**config.mk**
```make
export PLATFORM = sky130hd
export DESIGN_NAME = s3g_executor
export DESIGN_NICKNAME = d
export VERILOG_FILES = /design/src/s3g_defs_pkg.sv /design/src/s3g_command_decoder.sv /design/src/s3g_io_registers.sv /design/src/s3g_interrupt_ctrl.sv /design/src/s3g_response_builder.sv /design/src/s3g_executor.sv
export SDC_FILE = /design/constraint.sdc
export NUM_CORES = 1
export LEC_CHECK = 0
export CAP_MARGIN = 20
export CORE_AREA = 8 8 277 279
export DETAILED_ROUTE_END_ITERATION = 8
export DIE_AREA = 0 0 285 287
export DONT_BUFFER_PORTS = 1
export SYNTH_ARGS = -nofsm -noshare
export SYNTH_HDL_FRONTEND = slang
export SYNTH_SLANG_ARGS = --single-unit
```
**constraint.sdc**
```tcl
create_clock -name clk -period 2.7 [get_ports clk]
set_input_delay 0.27 -clock clk [delete_from_list [all_inputs] [get_ports clk]]
set_output_delay 0.27 -clock clk [all_outputs]
set_load 0.02 [all_outputs]
```
**src/s3g_defs_pkg.sv**
```systemverilog
`default_nettype none

package s3g_defs_pkg;

    // Bank and payload sizes
    localparam int NUM_OUT_REGS  = 8;
    localparam int NUM_IN_REGS   = 8;
    localparam int NUM_INTS      = 32;
    localparam int INT_HOLDOFF   = 64;   // Cycles between interrupt reports
    localparam int PAYLOAD_BYTES = 8;

    localparam int OUT_SEL_BITS  = $clog2(NUM_OUT_REGS);
    localparam int IN_SEL_BITS   = $clog2(NUM_IN_REGS);
    localparam int HOLDOFF_BITS  = $clog2(INT_HOLDOFF + 1);

    // Command bytes
    localparam logic [7:0] CMD_VERSION       = 8'd0;
    localparam logic [7:0] CMD_WRITE_OUT_REG = 8'd60;
    localparam logic [7:0] CMD_READ_IN_REG   = 8'd61;
    localparam logic [7:0] CMD_OUT_STBS      = 8'd62;
    localparam logic [7:0] CMD_CLEAR_INTS    = 8'd63;
    localparam logic [7:0] CMD_MASK_INTS     = 8'd64;

    // Response bytes
    localparam logic [7:0] RESP_OK        = 8'h81;
    localparam logic [7:0] RESP_ERROR     = 8'h80;
    localparam logic [7:0] RESP_UNKNOWN   = 8'h85;
    localparam logic [7:0] RESP_INTERRUPT = 8'h50;
    localparam logic [7:0] VERSION_LO     = 8'hBA;
    localparam logic [7:0] VERSION_HI     = 8'hCE;

    // Decoder FSM encoding
    localparam logic [2:0] DEC_IDLE         = 3'd0;
    localparam logic [2:0] DEC_READ_SELECT  = 3'd1;
    localparam logic [2:0] DEC_READ_CAPTURE = 3'd2;
    localparam logic [2:0] DEC_DELAY        = 3'd3;
    localparam logic [2:0] DEC_BUSY         = 3'd4;

    typedef logic [PAYLOAD_BYTES-1:0][7:0] payload_t;   // Byte 0 lowest

    typedef logic [31:0] reg_word_t;

    typedef reg_word_t [NUM_OUT_REGS-1:0] out_bank_t;
    typedef reg_word_t [NUM_IN_REGS-1:0]  in_bank_t;

    typedef enum logic [2:0] {
        KIND_NONE,
        KIND_OK,
        KIND_ERROR,
        KIND_UNKNOWN,
        KIND_VERSION,
        KIND_READ_REG,
        KIND_INTERRUPT
    } resp_kind_t;

    // Payload bytes 3..7 with byte 3 in the low bits
    typedef union packed {
        struct packed {
            reg_word_t  data;   // Bytes 4..7
            logic [7:0] addr;   // Byte 3
        } reg_view;
        struct packed {
            logic [7:0] spare;  // Byte 7
            reg_word_t  mask;   // Bytes 3..6
        } mask_view;
    } cmd_args_t;

endpackage

`default_nettype wire

```
**src/s3g_command_decoder.sv**
```systemverilog
`timescale 1ns/10ps
`default_nettype none

module s3g_command_decoder (
    input  wire logic                   clk,
    input  wire logic                   rst,
    input  wire logic                   rx_packet_done,
    input  wire logic                   rx_packet_error,
    input  wire logic [7:0]             rx_payload_len,
    input  wire s3g_defs_pkg::payload_t rx_payload,
    input  wire logic                   tx_busy,
    input  wire logic                   int_request,
    output s3g_defs_pkg::resp_kind_t    resp_kind,
    output logic [7:0]                  hdr0,
    output logic [7:0]                  hdr1,
    output logic                        out_wr,
    output logic [7:0]                  out_addr,
    output s3g_defs_pkg::reg_word_t     out_data,
    output s3g_defs_pkg::reg_word_t     stb_pulse_mask,
    output logic                        in_sel_load,
    output logic [7:0]                  in_sel,
    output logic                        clear_wr,
    output logic                        mask_wr,
    output s3g_defs_pkg::reg_word_t     arg_mask,
    output logic                        int_grant
);
    import s3g_defs_pkg::*;

    logic [2:0] state;
    logic [2:0] next_state;
    logic [7:0] hdr0_q;
    logic [7:0] hdr1_q;
    cmd_args_t  args;

    assign args = rx_payload[7:3];

    // Argument fields qualified by the write strobes below
    assign out_addr = args.reg_view.addr;
    assign out_data = args.reg_view.data;
    assign in_sel   = args.reg_view.addr;
    assign arg_mask = args.mask_view.mask;

    // Single-cycle responses echo the live header
    assign hdr0 = (state == DEC_IDLE) ? rx_payload[0] : hdr0_q;
    assign hdr1 = (state == DEC_IDLE) ? rx_payload[1] : hdr1_q;

    always_comb
    begin
        next_state     = state;
        resp_kind      = KIND_NONE;
        out_wr         = 1'b0;
        stb_pulse_mask = '0;
        in_sel_load    = 1'b0;
        clear_wr       = 1'b0;
        mask_wr        = 1'b0;
        int_grant      = 1'b0;

        case (state)
            DEC_IDLE:
            begin
                if (rx_packet_done)
                begin
                    next_state = DEC_DELAY;
                    if (rx_payload_len == 8'd0)
                        resp_kind = KIND_OK;    // Empty packet
                    else
                    begin
                        case (rx_payload[2])
                            CMD_VERSION:
                                resp_kind = KIND_VERSION;
                            CMD_WRITE_OUT_REG:
                            begin
                                out_wr    = 1'b1;
                                resp_kind = KIND_OK;
                            end
                            CMD_READ_IN_REG:
                            begin
                                in_sel_load = 1'b1;
                                next_state  = DEC_READ_SELECT;
                            end
                            CMD_OUT_STBS:
                            begin
                                stb_pulse_mask = args.mask_view.mask;
                                resp_kind      = KIND_OK;
                            end
                            CMD_CLEAR_INTS:
                            begin
                                clear_wr  = 1'b1;
                                resp_kind = KIND_OK;
                            end
                            CMD_MASK_INTS:
                            begin
                                mask_wr   = 1'b1;
                                resp_kind = KIND_OK;
                            end
                            default:
                                resp_kind = KIND_UNKNOWN;
                        endcase
                    end
                end
                else if (rx_packet_error)
                begin
                    resp_kind  = KIND_ERROR;
                    next_state = DEC_DELAY;
                end
                else if (int_request)
                begin
                    int_grant  = 1'b1;
                    resp_kind  = KIND_INTERRUPT;
                    next_state = DEC_DELAY;
                end
            end
            DEC_READ_SELECT:
                next_state = DEC_READ_CAPTURE;
            DEC_READ_CAPTURE:
            begin
                resp_kind  = KIND_READ_REG;     // in_data settled last edge
                next_state = DEC_DELAY;
            end
            DEC_DELAY:
                next_state = DEC_BUSY;          // Give tx_busy time to rise
            DEC_BUSY:
            begin
                if (!tx_busy)
                    next_state = DEC_IDLE;
            end
            default:
                next_state = DEC_IDLE;
        endcase
    end

    always_ff @(posedge clk)
    begin
        if (rst)
            state <= DEC_IDLE;
        else
            state <= next_state;
    end

    // Header kept for the delayed read response
    always_ff @(posedge clk)
    begin
        if (state == DEC_IDLE && rx_packet_done)
        begin
            hdr0_q <= rx_payload[0];
            hdr1_q <= rx_payload[1];
        end
    end

endmodule

`default_nettype wire

```
**src/s3g_io_registers.sv**
```systemverilog
`timescale 1ns/10ps
`default_nettype none

module s3g_io_registers (
    input  wire logic                    clk,
    input  wire logic                    rst,
    input  wire logic                    out_wr,
    input  wire logic [7:0]              out_addr,
    input  wire s3g_defs_pkg::reg_word_t out_data,
    input  wire s3g_defs_pkg::reg_word_t stb_pulse_mask,
    input  wire logic                    in_sel_load,
    input  wire logic [7:0]              in_sel,
    input  wire s3g_defs_pkg::in_bank_t  in_regs,
    output s3g_defs_pkg::out_bank_t      out_regs,
    output s3g_defs_pkg::reg_word_t      out_stbs,
    output s3g_defs_pkg::reg_word_t      in_data
);
    import s3g_defs_pkg::*;

    logic [7:0] in_sel_q;

    always_ff @(posedge clk)
    begin
        if (rst)
        begin
            out_regs <= '0;
            out_stbs <= '0;
            in_sel_q <= '0;
        end
        else
        begin
            out_stbs <= stb_pulse_mask;     // High for one cycle only
            if (out_wr && out_addr < NUM_OUT_REGS)
                out_regs[out_addr[OUT_SEL_BITS-1:0]] <= out_data;
            if (in_sel_load)
                in_sel_q <= in_sel;
        end
    end

    // Registered read mux that returns zero for unused addresses
    always_ff @(posedge clk)
    begin
        if (in_sel_q < NUM_IN_REGS)
            in_data <= in_regs[in_sel_q[IN_SEL_BITS-1:0]];
        else
            in_data <= '0;
    end

endmodule

`default_nettype wire

```
**src/s3g_interrupt_ctrl.sv**
```systemverilog
`timescale 1ns/10ps
`default_nettype none

module s3g_interrupt_ctrl (
    input  wire logic                    clk,
    input  wire logic                    rst,
    input  wire s3g_defs_pkg::reg_word_t ints,
    input  wire logic                    clear_wr,
    input  wire logic                    mask_wr,
    input  wire s3g_defs_pkg::reg_word_t arg_mask,
    input  wire logic                    int_grant,
    output s3g_defs_pkg::reg_word_t      pending,
    output logic                         int_request
);
    import s3g_defs_pkg::*;

    logic [NUM_INTS-1:0]     mask;
    logic [NUM_INTS-1:0]     active;
    logic [HOLDOFF_BITS-1:0] timer;

    assign active      = pending & mask;
    assign int_request = (active != '0) && (timer == '0);

    always_ff @(posedge clk)
    begin
        if (rst)
        begin
            pending <= '0;
            mask    <= '1;
        end
        else
        begin
            // A line held high sets its bit again even while being cleared
            if (clear_wr)
                pending <= (pending & ~arg_mask) | ints;
            else
                pending <= pending | ints;
            if (mask_wr)
                mask <= arg_mask;
        end
    end

    // Holdoff between reports
    always_ff @(posedge clk)
    begin
        if (rst)
            timer <= '0;
        else if (clear_wr || mask_wr)
            timer <= '0;
        else if (int_grant)
            timer <= HOLDOFF_BITS'(INT_HOLDOFF);
        else if (timer != '0)
            timer <= timer - 1'b1;
    end

endmodule

`default_nettype wire

```
**src/s3g_response_builder.sv**
```systemverilog
`timescale 1ns/10ps
`default_nettype none

module s3g_response_builder (
    input  wire logic                     clk,
    input  wire logic                     rst,
    input  wire s3g_defs_pkg::resp_kind_t resp_kind,
    input  wire logic [7:0]               hdr0,
    input  wire logic [7:0]               hdr1,
    input  wire s3g_defs_pkg::reg_word_t  in_data,
    input  wire s3g_defs_pkg::reg_word_t  pending,
    output logic                          tx_packet_wr,
    output logic [7:0]                    tx_payload_len,
    output s3g_defs_pkg::payload_t        tx_payload
);
    import s3g_defs_pkg::*;

    logic [7:0] status_code;

    // Code byte of the short responses
    always_comb
    begin
        case (resp_kind)
            KIND_ERROR:   status_code = RESP_ERROR;
            KIND_UNKNOWN: status_code = RESP_UNKNOWN;
            default:      status_code = RESP_OK;
        endcase
    end

    always_ff @(posedge clk)
    begin
        if (rst)
            tx_packet_wr <= 1'b0;
        else
            tx_packet_wr <= (resp_kind != KIND_NONE);
    end

    always_ff @(posedge clk)
    begin
        tx_payload_len <= 8'd0;
        tx_payload     <= '0;

        case (resp_kind)
            KIND_OK, KIND_ERROR, KIND_UNKNOWN:
            begin
                tx_payload_len <= 8'd3;
                tx_payload[0]  <= hdr0;
                tx_payload[1]  <= hdr1;
                tx_payload[2]  <= status_code;
            end
            KIND_VERSION:
            begin
                tx_payload_len <= 8'd5;
                tx_payload[0]  <= hdr0;
                tx_payload[1]  <= hdr1;
                tx_payload[2]  <= RESP_OK;
                tx_payload[3]  <= VERSION_LO;
                tx_payload[4]  <= VERSION_HI;
            end
            KIND_READ_REG:
            begin
                tx_payload_len   <= 8'd7;
                tx_payload[0]    <= hdr0;
                tx_payload[1]    <= hdr1;
                tx_payload[2]    <= RESP_OK;
                tx_payload[6:3]  <= in_data;    // Low byte first
            end
            KIND_INTERRUPT:
            begin
                // Unsolicited report carries no header echo
                tx_payload_len   <= 8'd7;
                tx_payload[0]    <= 8'hFF;
                tx_payload[1]    <= 8'hFF;
                tx_payload[2]    <= RESP_INTERRUPT;
                tx_payload[6:3]  <= pending;
            end
            default:
            begin
                tx_payload_len <= 8'd0;
            end
        endcase
    end

endmodule

`default_nettype wire

```
**src/s3g_executor.sv**
```systemverilog
`timescale 1ns/10ps
`default_nettype none

module s3g_executor (
    input  wire logic                    clk,
    input  wire logic                    rst,

    // Receiver side
    input  wire logic                    rx_packet_done,
    input  wire logic                    rx_packet_error,
    input  wire logic [7:0]              rx_payload_len,
    input  wire s3g_defs_pkg::payload_t  rx_payload,

    // Transmitter side
    input  wire logic                    tx_busy,
    output logic                         tx_packet_wr,
    output logic [7:0]                   tx_payload_len,
    output s3g_defs_pkg::payload_t       tx_payload,

    input  wire s3g_defs_pkg::reg_word_t ints,
    input  wire s3g_defs_pkg::in_bank_t  in_regs,
    output s3g_defs_pkg::out_bank_t      out_regs,
    output s3g_defs_pkg::reg_word_t      out_stbs
);
    import s3g_defs_pkg::*;

    resp_kind_t resp_kind;
    logic [7:0] hdr0;
    logic [7:0] hdr1;
    logic       out_wr;
    logic [7:0] out_addr;
    reg_word_t  out_data;
    reg_word_t  stb_pulse_mask;
    logic       in_sel_load;
    logic [7:0] in_sel;
    reg_word_t  in_data;
    logic       clear_wr;
    logic       mask_wr;
    reg_word_t  arg_mask;
    logic       int_grant;
    logic       int_request;
    reg_word_t  pending;

    s3g_command_decoder u_decoder (
        .clk             (clk),
        .rst             (rst),
        .rx_packet_done  (rx_packet_done),
        .rx_packet_error (rx_packet_error),
        .rx_payload_len  (rx_payload_len),
        .rx_payload      (rx_payload),
        .tx_busy         (tx_busy),
        .int_request     (int_request),
        .resp_kind       (resp_kind),
        .hdr0            (hdr0),
        .hdr1            (hdr1),
        .out_wr          (out_wr),
        .out_addr        (out_addr),
        .out_data        (out_data),
        .stb_pulse_mask  (stb_pulse_mask),
        .in_sel_load     (in_sel_load),
        .in_sel          (in_sel),
        .clear_wr        (clear_wr),
        .mask_wr         (mask_wr),
        .arg_mask        (arg_mask),
        .int_grant       (int_grant)
    );

    s3g_io_registers u_io_regs (
        .clk            (clk),
        .rst            (rst),
        .out_wr         (out_wr),
        .out_addr       (out_addr),
        .out_data       (out_data),
        .stb_pulse_mask (stb_pulse_mask),
        .in_sel_load    (in_sel_load),
        .in_sel         (in_sel),
        .in_regs        (in_regs),
        .out_regs       (out_regs),
        .out_stbs       (out_stbs),
        .in_data        (in_data)
    );

    s3g_interrupt_ctrl u_int_ctrl (
        .clk         (clk),
        .rst         (rst),
        .ints        (ints),
        .clear_wr    (clear_wr),
        .mask_wr     (mask_wr),
        .arg_mask    (arg_mask),
        .int_grant   (int_grant),
        .pending     (pending),
        .int_request (int_request)
    );

    s3g_response_builder u_builder (
        .clk            (clk),
        .rst            (rst),
        .resp_kind      (resp_kind),
        .hdr0           (hdr0),
        .hdr1           (hdr1),
        .in_data        (in_data),
        .pending        (pending),
        .tx_packet_wr   (tx_packet_wr),
        .tx_payload_len (tx_payload_len),
        .tx_payload     (tx_payload)
    );

endmodule

`default_nettype wire

```
==> load_flow_metrics.sql, run 1 <==
INSERT INTO impl_metrics (metric_group, metric, value, unit) VALUES
('status', 'run_status', 'finished clean', ''),
('floorplan', 'std_cell_rows', '99', ''),
('drt', 'firstDrtPassIters', '5', ''),
('yosys', 'synth_adder_area_share', '0.00134', ''),
('floorplan', 'dieWidth', '285', 'µm'),
('worst_setup_path', 'cp-start-kind', 'flop', ''),
('layout', 'share_of_layout_cells_above_drive_strength_1', '0.118', ''),
('floorplan', 'coreArea', '72300', 'µm²'),
('timing', 'timing.final.ws_setup', '0.0686', 'ns'),
('timing', 'final_hold_viol_count', '0', ''),
('floorplan', 'die_height', '287', 'µm'),
('yosys', 'syn_avg_cell_area', '9.14', 'µm²'),
('yosys', 'number_of_enable_flip_flop_cells_after_synthesis', '16', ''),
('power', 'irDropWorstVdd', '0.494', 'mV'),
('yosys', 'ys_seq_elements', '474', ''),
('floorplan', 'floorplan.initialDensity', '0.258', ''),
('yosys', 'synth_compound_gate_area_share', '0.116', ''),
('yosys', 'synth_simple_gate_area_share', '0.200', ''),
('layout', 'nNetsFinal', '2547', ''),
('worst_setup_path', 'rr_endpoint', 'u_io_regs.out_regs[65]$_SDFFE_PP0P_', ''),
('place', 'io_buffers', '0', ''),
('worst_setup_path', 'worst_r2r_path_depth', '8', ''),
('power', 'p_leak', '8.38', 'nW'),
('drt', 'routed_wl', '87600', 'µm'),
('power', 'switching_share', '0.266', ''),
('drt', 'detailroute.wirelength.met3', '8510', 'µm'),
('drt', 'drtIter0Drc', '1454', ''),
('global_routing', 'grt_pass1_vias', '15400', ''),
('power', 'power.net_switching', '4.55', 'mW'),
('power', 'internal-power', '12.6', 'mW'),
('worst_setup_path', 'worst-setup-path-type', 'reg2reg', ''),
('global_routing', 'grt_antenna_before_repair', '23', ''),
('hold_path', 'hold_path_end', 'u_io_regs.in_data[10]$_SDFF_PP0_', ''),
('floorplan', 'design.die.area', '81800', 'µm²'),
('worst_setup_path', 'critical_path.endpoint_type', 'flop', ''),
('timing', 'whs', '0.0414', 'ns'),
('worst_setup_path', 'worst-endpoint-required', '3.22', 'ns'),
('drt', 'final_antenna_net_count', '0', ''),
('power', 'seq_power_share', '0.462', ''),
('yosys', 'muxShareOfSynthArea', '0.107', ''),
('job', 'max-cap-violations', '0', ''),
('yosys', 'post_synth_instance_area', '18700', 'µm²'),
('layout', 'area_growth_syn_to_layout', '27.0', '%'),
('global_routing', 'grt_pass1_wl', '117000', 'µm'),
('drt', 'maxUsedRoutingLayer', 'met5', ''),
('timing', 'drv_slew', '0', ''),
('yosys', 'dominant_combinational_cell_family_by_area_after_synthesis', 'simple AND/OR/NAND/NOR gates', ''),
('timing', 'fin_skew', '0.0306', 'ns'),
('clock_tree', 'insertion_delay', '0.60', 'ns'),
('power', 'power_frac_comb', '0.101', ''),
('place', 'dpl_worst_slack', '0.227', 'ns'),
('hold_path', 'hp-start', 'in_regs[10]', ''),
('drt', 'routed_via_density', '5.10', ''),
('clock_tree', 'cts_made_buffers', '53', ''),
('hold_path', 'timing.hold.worst_path_depth', '3', ''),
('yosys', 'synth-xor-area-share', '0.00235', ''),
('hold_path', 'hold_path_class', 'in2reg', ''),
('global_routing', 'grtUsageTotal', '0.193', ''),
('place', 'gp_congestion', '0.900', ''),
('place', 'post-place-cells', '2870', ''),
('yosys', 'ys_top_cells_by_area', 'dfxtp_1 49%, nand2_1 12%, a21oi_1 8.1%', ''),
('yosys', 'yosys.cell_types.count', '51', ''),
('clock_tree', 'cts_root_buf', 'clkbuf_16', ''),
('yosys', 'share_of_flip_flops_with_an_asynchronous_set_or_reset_after_synthesis', '0', ''),
('clock_tree', 'clock_tree_from_tritoncts', 'done', ''),
('drt', 'num_vias', '16300', ''),
('worst_setup_path', 'worst-r2r-setup-slack', '0.07', 'ns'),
('clock_tree', 'cts.reportedPaths.clkPinSlew', '0.06', 'ns'),
('global_routing', 'grt_overflow_total', '0', ''),
('drt', 'drt-wirelength-per-cell', '27.4', 'µm'),
('drt', 'wirelength_met1', '36600', 'µm');
-- how the worst max path moves through the flow --
stage / from / endpoint / slack [ns] / depth (start not counted)
floorplan: u_decoder.state[1]$_SDFFE_PP0P_ / u_io_regs.out_regs[225]$_SDFFE_PP0P_ / 0.57 / 9
global placement: rx_payload[27] / u_io_regs.out_regs[183]$_SDFFE_PP0P_ / 0.26 / 6
detailed placement: rx_payload[27] / u_io_regs.out_regs[179]$_SDFFE_PP0P_ / 0.23 / 6
CTS: u_decoder.state[0]$_SDFFE_PP0P_ / u_int_ctrl.timer[0]$_SDFFE_PP0P_ / 0.01 / 7
global route: u_decoder.state[2]$_SDFFE_PP0P_ / u_io_regs.out_regs[79]$_SDFFE_PP0P_ / -0.02 / 8
finish: u_decoder.state[2]$_SDFFE_PP0P_ / u_io_regs.out_regs[65]$_SDFFE_PP0P_ / 0.07 / 8
-- metal layers --
layer,vias up,global-route usage
met2,918,0.308
met4,10,0.0538
met3,143,0.0662
li1,7189,-
met5,-,0
met1,8028,0.248
-- critical path, cell delays in order (launching register included) --
cell,delay (ns)
dfxtp_1,0.32
or4b_4,0.59
a21oi_4,0.20
buf_12,0.16
and3_4,0.29
buf_12,0.18
nand2_1,0.08
a21oi_2,0.16
dlygate4sd3_1,0.56
-- state kept, by name, indices dropped and copies added, names as in the netlist --
signal,cells
u_io_regs.out_stbs,32
u_io_regs.in_sel_q,8
u_decoder.hdr0_q,8
u_io_regs.out_regs,256
u_builder.tx_packet_wr,1
u_decoder.state,3
u_builder.tx_payload_len,3
u_builder.tx_payload,52
u_int_ctrl.pending,32
u_io_regs.in_data,32
u_int_ctrl.timer,7
u_int_ctrl.mask,32
u_decoder.hdr1_q,8
-- kinds of logic after synthesis --
| kind of cell | Yosys count |
|---|---|
| adders and majority gates | 2 |
| xor gates and xnor gates | 5 |
| and+or+nand+nor | 852 |
| muxes | 120 |
| DFF | 474 |
| other | 1 |
| buffers and inverters | 210 |
| AOI/OAI and AO/OA | 377 |
-- per-stage QoR --
stage	utilization	TNS [ns]	instance area, µm²
finish	0.327	0	23700
global route	0.327	-0.0327	23700
CTS	0.323	0	23400
detailed placement	0.270	0	19600
global placement	0.270	0	19600
floorplan	-	0	18700
-- power groups by stage --
stage / clock [mW] / sequential [mW] / combinational, mW
floorplan: 0 / 7.89 / 1.07
global placement: 0 / 8.05 / 1.19
detailed placement: 0 / 8.05 / 1.20
CTS: 7.63 / 7.90 / 1.60
global route: 7.89 / 7.93 / 1.86
finish: 7.49 / 7.91 / 1.73
-- final cells by class --
type	count	area, µm²	area share
Inverter	11	41.3	0.00174
Multi-Input combinational cell	1372	8160	0.345
Sequential cell	474	9660	0.408
Clock buffer	77	1540	0.0650
Clock inverter	20	259	0.0109
Timing Repair Buffer	268	2780	0.117
Antenna cell	15	37.5	0.00159
Tap cell	959	1200	0.0507
-- timing repair --
item                                   in CTS  in global routing
gates resized for setup                     0                 16
buffers inserted                            0                  9
hold buffers                              199                  2
endpoints found under the hold margin     412                111
setup endpoints to repair                   0                 68
-- placed cells by master (no fill, tap or decap), drive strengths merged, types with 5 or more instances in the layout --
cell type,n
nand2,591
dfxtp,458
a21oi,303
dlygate4sd3,198
nor2,86
clkbuf,81
buf,66
mux4,64
mux2i,56
nand4,39
and2,37
nand3b,34
a22oi,31
a22o,22
conb,16
edfxtp,16
nor3,16
diode,15
nand3,15
inv,14
nor4,8
clkinv,8
a21o,7
a31oi,6
bufinv,5
or3,5
Power figures use the tool's default switching activity.
==> inputs of run 2 (changes only) <==
--- a/config.mk
+++ b/config.mk
@@ -10,6 +10,7 @@
 export DETAILED_ROUTE_END_ITERATION = 8
 export DIE_AREA = 0 0 285 287
 export DONT_BUFFER_PORTS = 1
+export REMOVE_ABC_BUFFERS = 1
 export SYNTH_ARGS = -nofsm -noshare
 export SYNTH_HDL_FRONTEND = slang
 export SYNTH_SLANG_ARGS = --single-unit
==> run 2 against run 1 <==
The run now ends with hold timing left. Utilization shrank 1.5 points. Count of clock-buffer cells in the layout shrank 8. Critical path depth shrank 2. Non-clock buffer count shrank 95. Clock power shrank 3.2%. Combinational power shrank 14%. Setup slack lost 0.0073 ns. First-iteration DRC count shrank 7.1%. Hold slack lost 0.22 ns. Via count shrank 5.0%.
==> load_flow_metrics.sql, run 2 (synthesized netlist as in run 1, its figures left out) <==
INSERT INTO impl_metrics (metric_group, metric, value, unit) VALUES
('status', 'run_status', 'finished with violations', ''),
('status', 'failed_checks', 'hold timing', ''),
('floorplan', 'design.die.area', '81800', 'µm²'),
('hold_path', 'hold_path_end', 'u_io_regs.out_regs[216]$_SDFFE_PP0P_', ''),
('hold_path', 'timing.hold.worst_path_depth', '1', ''),
('place', 'post-place-cells', '2867', ''),
('hold_path', 'hp-start', 'rst', ''),
('drt', 'final_antenna_net_count', '0', ''),
('worst_setup_path', 'cp.depth', '6', ''),
('clock_tree', 'ctsHtreeMaxLevel', '2', ''),
('timing', 'max_slew.worst_pin.slew', '0.931', 'ns'),
('drt', 'firstDrtPassIters', '5', ''),
('layout', 'area_growth_syn_to_layout', '21.1', '%'),
('power', 'power_frac_comb', '0.090', ''),
('clock_tree', 'cts_made_buffers', '52', ''),
('worst_setup_path', 'worst_r2r_path_depth', '6', ''),
('clock_tree', 'clock_tree_from_tritoncts', 'done', ''),
('worst_setup_path', 'critical_path_buf_inv_count', '1', ''),
('worst_setup_path', 'cp-start-kind', 'flop', ''),
('worst_setup_path', 'worst_path_dominant_cell_family', 'simple AND/OR/NAND/NOR gates', ''),
('timing', 'max_freq', '379', 'MHz'),
('power', 'internal-power', '12.3', 'mW'),
('worst_setup_path', 'rr_startpoint', 'u_int_ctrl.pending[21]$_SDFF_PP0_', ''),
('power', 'irDropWorstVdd', '0.538', 'mV'),
('clock_tree', 'cts.reportedPaths.clkPinSlew', '0.07', 'ns'),
('drt', 'detail_route.drc_violations', '0', ''),
('worst_setup_path', 'worst-setup-path-type', 'reg2reg', ''),
('floorplan', 'std_cell_rows', '99', ''),
('clock_tree', 'cts_max_path_buffers', '3', ''),
('global_routing', 'grtUsageTotal', '0.184', ''),
('timing', 'fin_skew', '0.0190', 'ns'),
('worst_setup_path', 'crit_path_cell_trace', 'a22oi_1 -> nand4_1 -> or4_1 -> and2_1 -> buf_4 -> a22o_1', ''),
('place', 'gp_congestion', '0.899', ''),
('layout', 'share_of_layout_cells_above_drive_strength_1', '0.113', ''),
('floorplan', 'die_height', '287', 'µm'),
('layout', 'layout_commonest_cell', 'nand2_1', ''),
('layout', 'fin_cells', '3089', ''),
('hold_path', 'hold_path_class', 'in2reg', ''),
('power', 'p_leak', '7.87', 'nW'),
('worst_setup_path', 'rr_endpoint', 'u_builder.tx_payload[40]$_SDFF_PN0_', ''),
('job', 'max-cap-violations', '0', ''),
('global_routing', 'grt_pass1_wl', '112000', 'µm'),
('worst_setup_path', 'critPathMaxFanout', '28', ''),
('clock_tree', 'cts_root_buf', 'clkbuf_16', ''),
('drt', 'drt-wirelength-per-cell', '26.3', 'µm'),
('layout', 'max_ffs_per_register', '256', ''),
('worst_setup_path', 'worst-r2r-setup-slack', '0.06', 'ns'),
('power', 'seq_power_share', '0.475', ''),
('layout', 'layout_common_cells', '591 x nand2_1, 455 x dfxtp_1, 300 x a21oi_1', ''),
('worst_setup_path', 'critical_path.endpoint_type', 'flop', ''),
('place', 'io_buffers', '0', ''),
('timing', 'rsz0062_at_grt', 'false', ''),
('global_routing', 'grt_pass1_vias', '14800', ''),
('timing', 'final_critical_path_required_period', '2.64', 'ns'),
('worst_setup_path', 'crit_path_max_incr_delay', '0.65', 'ns'),
('layout', 'max_flop_register', 'u_io_regs.out_regs', ''),
('floorplan', 'floorplan.initialDensity', '0.258', ''),
('worst_setup_path', 'cp_data_arrival_time', '3.11', 'ns'),
('timing', 'slew-limit-headroom', '0.377', ''),
('floorplan', 'coreArea', '72300', 'µm²'),
('layout', 'largestRegisters', 'u_io_regs.out_regs (256), u_builder.tx_payload (52)', ''),
('clock_tree', 'insertion_delay', '0.59', 'ns'),
('global_routing', 'largest_net_degree_at_the_start_of_global_routing', '336', ''),
('layout', 'nNetsFinal', '2451', ''),
('global_routing', 'grt_overflow_total', '0', ''),
('floorplan', 'ios', '726', ''),
('worst_setup_path', 'critical-path-slowest-cell', 'a22oi_1', ''),
('drt', 'routed_wl', '81300', 'µm'),
('drt', 'drtIter0Drc', '1351', ''),
('timing', 'whs', '-0.182', 'ns'),
('worst_setup_path', 'worst-endpoint-required', '3.17', 'ns'),
('drt', 'routed_via_density', '5.01', ''),
('timing', 'fin_crit_sh', '0.977', ''),
('power', 'switching_share', '0.261', ''),
('floorplan', 'dieWidth', '285', 'µm'),
('place', 'detailedPlacementHpwl', '55700', 'µm'),
('timing', 'finalSetupViolCount', '0', ''),
('power', 'power.net_switching', '4.35', 'mW'),
('drt', 'num_vias', '15500', ''),
('power', 'power.clock.fraction', '0.435', ''),
('clock_tree', 'clock_tree_sinks', '474', ''),
('global_routing', 'grt_antenna_before_repair', '19', ''),
('timing', 'final_hold_viol_count', '111', ''),
('timing', 'drv_slew', '0', ''),
('power', 'power_per_cell_area', '737', 'nW/µm²');
-- run 2: cell types whose count changed in the layout (fill, tap and decap cells not counted), moves of 5 or more --
cell	before	now
clkbuf_1	14	6
dlygate4sd3_1	198	120
clkinv_1	0	5
clkbuf_16	59	53
diode_2	15	7
buf_4	51	38
-- run 2: worst max-delay path by stage --
| stage | slack (ns) | endpoint | start |
|---|---|---|---|
| 6_report | 0.06 | u_builder.tx_payload[40]$_SDFF_PN0_ | u_int_ctrl.pending[21]$_SDFF_PP0_ |
| 5_1_grt | 0.03 | u_int_ctrl.mask[15]$_SDFFE_PP1P_ | u_decoder.state[1]$_SDFFE_PP0P_ |
| 4_1_cts | 0.01 | u_int_ctrl.pending[22]$_SDFF_PP0_ | u_decoder.state[1]$_SDFFE_PP0P_ |
| 3_5_place_dp | 0.18 | u_builder.tx_payload[40]$_SDFF_PN0_ | u_int_ctrl.pending[21]$_SDFF_PP0_ |
| 3_3_place_gp | 0.14 | u_builder.tx_payload[50]$_SDFF_PN0_ | u_int_ctrl.pending[21]$_SDFF_PP0_ |
| 2_1_floorplan | -1.02 | u_io_regs.in_data[0]$_SDFF_PP0_ | u_io_regs.in_sel_q[0]$_SDFFE_PP0P_ |
-- run 2: area by class of cell --
class	instances	area [µm²]
Tap cell	959	1200
Fill cell	7472	49800
Clock inverter	24	268
Timing Repair Buffer	173	1790
Clock buffer	69	1490
Multi-Input combinational cell	1372	8130
Sequential cell	474	9660
Antenna cell	7	17.5
Inverter	11	41.3
-- run 2: what timing repair did --
action,in CTS,in global routing
endpoints found under the setup margin,0,28
hold buffers,120,1
setup buffers,0,1
gates resized for setup,0,1
hold endpoints to repair,407,279
-- run 2: per-layer routing --
layer	routed length, µm	up-vias	GRT usage
met1	33700	7584	0.237
met5	109	-	0
met2	37400	774	0.292
li1	-	6978	-
met3	8000	127	0.0639
met4	2020	18	0.0521
-- run 2: per-stage QoR --
stage,power (mW),setup WS (ns),TNS [ns],utilization,instance area [µm²]
finish,16.7,0.0613,0,0.312,22600
global route,17.3,0.0280,0,0.312,22600
CTS,16.8,0.0110,0,0.312,22500
detailed placement,9.25,0.176,0,0.271,19600
global placement,9.24,0.137,0,0.271,19600
floorplan,8.76,-1.02,-141.09,-,17700
-- run 2: power by group through the flow --
stage / Sequential [mW] / Combinational (mW) / Clock [mW]
2_1_floorplan: 7.91 / 0.849 / 0
6_report: 7.91 / 1.49 / 7.25
3_5_place_dp: 8.07 / 1.18 / 0
3_3_place_gp: 8.07 / 1.17 / 0
4_1_cts: 7.92 / 1.49 / 7.41
5_1_grt: 7.93 / 1.62 / 7.71
==> inputs of run 3 (changes only) <==
--- a/config.mk
+++ b/config.mk
@@ -5,6 +5,7 @@
 export SDC_FILE = /design/constraint.sdc
 export NUM_CORES = 1
 export LEC_CHECK = 0
+export ABC_AREA = 1
 export CAP_MARGIN = 20
 export CORE_AREA = 8 8 277 279
 export DETAILED_ROUTE_END_ITERATION = 8
==> run 3 against run 2 <==
Clock skew decreased by 0.0022 ns. Highest routed layer unchanged. Synthesized cell count grew 20%. Largest power group unchanged. Count of clock-buffer cells in the layout decreased by 5. Hold slack gained 0.22 ns. The flow now finishes without violations. Critical endpoint is now u_io_regs.in_data[21]$_SDFF_PP0_.
==> load_flow_metrics.sql, run 3 <==
INSERT INTO impl_metrics (metric_group, metric, value, unit) VALUES
('yosys', 'ys_top_cells_by_area', 'dfxtp_1 49%, nor2_1 16%, o21ai_0 12%', ''),
('yosys', 'ys_seq_elements', '474', ''),
('floorplan', 'coreArea', '72300', 'µm²'),
('worst_setup_path', 'worst-setup-path-type', 'reg2reg', ''),
('yosys', 'synth.largest_area_cell', 'dfxtp_1', ''),
('layout', 'area_growth_syn_to_layout', '26.7', '%'),
('hold_path', 'hp-start', 'in_regs[47]', ''),
('place', 'dpl_worst_slack', '0.210', 'ns'),
('clock_tree', 'cts_root_buf', 'clkbuf_16', ''),
('yosys', 'post_synth_most_frequent_cells', '786 x nor2_1, 464 x o21ai_0, 458 x dfxtp_1', ''),
('timing', 'slew-limit-headroom', '0.476', ''),
('place', 'io_buffers', '0', ''),
('yosys', 'syn_inst', '2459', ''),
('power', 'power_per_cell_area', '740', 'nW/µm²'),
('worst_setup_path', 'cp_data_arrival_time', '3.06', 'ns'),
('floorplan', 'std_cell_rows', '99', ''),
('worst_setup_path', 'worst_path_dominant_cell_family', 'buffers and inverters', ''),
('clock_tree', 'clock_tree_from_tritoncts', 'done', ''),
('timing', 'final_hold_viol_count', '0', ''),
('worst_setup_path', 'worst-endpoint-required', '3.21', 'ns'),
('place', 'gp_congestion', '0.903', ''),
('global_routing', 'grt_most_used_layer', 'met2', ''),
('timing', 'max_slew.worst_pin.slew', '0.783', 'ns'),
('worst_setup_path', 'crit_start', 'u_io_regs.in_sel_q[0]$_SDFFE_PP0P_', ''),
('layout', 'max_flop_register', 'u_io_regs.out_regs', ''),
('drt', 'firstDrtPassIters', '5', ''),
('worst_setup_path', 'cp-start-kind', 'flop', ''),
('worst_setup_path', 'critical_path_buf_inv_count', '3', ''),
('power', 'irDropWorstVdd', '0.528', 'mV'),
('timing', 'final_critical_path_required_period', '2.55', 'ns'),
('layout', 'share_of_layout_cells_above_drive_strength_1', '0.0720', ''),
('status', 'run_status', 'finished clean', ''),
('global_routing', 'grtUsageTotal', '0.184', ''),
('layout', 'nNetsFinal', '2979', ''),
('floorplan', 'dieWidth', '285', 'µm'),
('worst_setup_path', 'critical_path.endpoint_type', 'flop', ''),
('yosys', 'postSynth.topFlopCell', 'dfxtp_1', ''),
('timing', 'finalSetupViolCount', '0', ''),
('drt', 'num_vias', '17700', ''),
('yosys', 'part_of_the_yosys_area_used_for_sequential_elements', '0.518', ''),
('global_routing', 'grt_antenna_before_repair', '4', ''),
('power', 'p_leak', '9.37', 'nW'),
('timing', 'fin_skew', '0.0169', 'ns'),
('global_routing', 'global_route.usage.met3', '0.0454', ''),
('yosys', 'syn_avg_cell_area', '7.57', 'µm²'),
('worst_setup_path', 'crit_path_max_incr_delay', '0.58', 'ns'),
('clock_tree', 'insertion_delay', '0.58', 'ns'),
('layout', 'layout_commonest_cell', 'nor2_1', ''),
('worst_setup_path', 'rr_startpoint', 'u_io_regs.in_sel_q[0]$_SDFFE_PP0P_', ''),
('floorplan', 'die_height', '287', 'µm'),
('timing', 'timing.final.ws_setup', '0.147', 'ns'),
('global_routing', 'grt_pass1_wl', '116000', 'µm'),
('timing', 'rsz0062_at_grt', 'false', ''),
('layout', 'largestRegisters', 'u_io_regs.out_regs (256), u_builder.tx_payload (52)', ''),
('job', 'max-cap-violations', '0', ''),
('clock_tree', 'cts_made_buffers', '51', ''),
('drt', 'drt-wirelength-per-cell', '22.2', 'µm'),
('timing', 'fin_crit_sh', '0.945', ''),
('global_routing', 'globalRouteMet1Util', '0.225', ''),
('floorplan', 'ios', '726', ''),
('yosys', 'share_of_flip_flops_with_an_asynchronous_set_or_reset_after_synthesis', '0', ''),
('drt', 'routed_wl', '80300', 'µm'),
('timing', 'drv_slew', '0', ''),
('yosys', 'yosys.cell_types.count', '32', ''),
('yosys', 'number_of_enable_flip_flop_cells_after_synthesis', '16', ''),
('clock_tree', 'clock_tree_sinks', '474', ''),
('global_routing', 'grt_overflow_total', '0', ''),
('drt', 'detail_route.drc_violations', '0', ''),
('yosys', 'yosys.area.top_type_share', '0.492', ''),
('power', 'finalPower', '17.5', 'mW'),
('floorplan', 'floorplan.initialDensity', '0.257', ''),
('global_routing', 'grt_pass1_vias', '17200', ''),
('global_routing', 'use_met2', '0.313', ''),
('yosys', 'post_synth_instance_area', '18600', 'µm²'),
('yosys', 'ys.warnings.count', '0', ''),
('floorplan', 'design.die.area', '81800', 'µm²'),
('worst_setup_path', 'crit_path_cell_trace', 'buf_4 -> nor2_1 -> nor2_1 -> o21ai_0 -> dlygate4sd3_1 -> a31oi_1 -> dlygate4sd3_1', ''),
('global_routing', 'largest_net_degree_at_the_start_of_global_routing', '129', ''),
('worst_setup_path', 'critPathMaxFanout', '62', ''),
('hold_path', 'hold_path_class', 'in2reg', ''),
('clock_tree', 'cts_max_path_buffers', '3', ''),
('clock_tree', 'cts.reportedPaths.clkPinSlew', '0.07', 'ns'),
('layout', 'layout_common_cells', '785 x nor2_1, 464 x o21ai_0, 456 x dfxtp_1', ''),
('layout', 'max_ffs_per_register', '256', ''),
('yosys', 'synth_most_common_cell', 'nor2_1', ''),
('drt', 'drtIter0Drc', '1351', ''),
('drt', 'final_antenna_net_count', '0', ''),
('drt', 'routed_via_density', '4.88', ''),
('place', 'detailedPlacementHpwl', '58600', 'µm'),
('timing', 'final.setup.tns', '0', 'ns'),
('worst_setup_path', 'critical-path-slowest-cell', 'dlygate4sd3_1', ''),
('timing', 'max_freq', '392', 'MHz'),
('layout', 'n_fill_cell', '7624', ''),
('clock_tree', 'ctsHtreeMaxLevel', '2', '');
run 3: changes by cell type after synthesis, moves of 56 or more:
cell     delta
nand3_1    +63
nor2_1    +700
inv_1      +82
nand2_1   -412
mux4_2     -64
o21ai_0   +460
a21oi_1   -255
mux2i_1    -56
run 3: layout make-up:
| class | count | area [µm²] | area share |
|---|---|---|---|
| well taps | 959 | 1200 | 0.0509 |
| flip-flops and latches | 474 | 9650 | 0.409 |
| multi-input cells | 1712 | 7750 | 0.328 |
| diodes | 4 | 10.0 | 0.000424 |
| inverters | 104 | 397 | 0.0168 |
| clock inverters | 31 | 437 | 0.0185 |
| repair buffers | 269 | 2760 | 0.117 |
| clock buffers | 64 | 1390 | 0.0587 |
run 3: path summary, 6_finish.rpt:
check	to	slack, ns	cells past startpoint
worst min-delay path	u_io_regs.in_data[15]$_SDFF_PP0_	0.04	2
worst max-delay path	u_io_regs.in_data[21]$_SDFF_PP0_	0.15	7
worst min register to register	u_io_regs.in_sel_q[3]$_SDFFE_PP0P_	0.46	2
worst max register to register	u_io_regs.in_data[21]$_SDFF_PP0_	0.15	7
run 3: worst reg2reg max path: stages (launching register included):
cell and delay [ns]:
dfxtp_4 0.36, buf_4 0.47, nor2_1 0.17, nor2_1 0.10, o21ai_0 0.07, dlygate4sd3_1 0.57
a31oi_1 0.15, dlygate4sd3_1 0.58
run 3: metrics by stage:
step	hold slack, ns	instance area, µm²	util	cells
final	0.0414	23600	0.326	3617
after global routing	0.0165	23600	0.326	3613
after CTS	0.00121	23600	0.326	3612
after detailed placement	0.350	19700	0.272	3311
after global placement	0.344	19700	0.272	3311
after floorplan	0.339	17700	-	2290
run 3: kinds of logic (layout without fill, tap and decap cells):
| logic type | Yosys count | after routing | share of synthesized area |
|---|---|---|---|
| flops | 474 | 474 | 0.518 |
| compound gates | 627 | 627 | 0.183 |
| xor+xnor | 5 | 5 | 0.00235 |
| other cells | 1 | 20 | 0.000201 |
| fa+ha+maj | 2 | 2 | 0.00134 |
| simple gates | 1062 | 1062 | 0.223 |
| buf+inv | 288 | 468 | 0.0722 |
run 3: repair_timing:
item,in CTS,in global routing
endpoints found under the setup margin,0,45
buffers inserted,0,0
hold buffers,206,1
gates resized for setup,0,3
hold endpoints to repair,416,1
run 3: where the power goes:
| part | switching (mW) | internal, mW | total [mW] | leakage [nW] |
|---|---|---|---|---|
| Combinational | 1.14 | 0.706 | 1.84 | 4.60 |
| Clock | 3.02 | 4.54 | 7.56 | 0.896 |
| Sequential | 0.617 | 7.44 | 8.06 | 3.88 |
run 3: per-layer routing:
layer,up-vias,part of all wire
met5,-,0.00014
met4,2,0.036
met3,147,0.074
met2,826,0.48
met1,8321,0.41
li1,8358,-
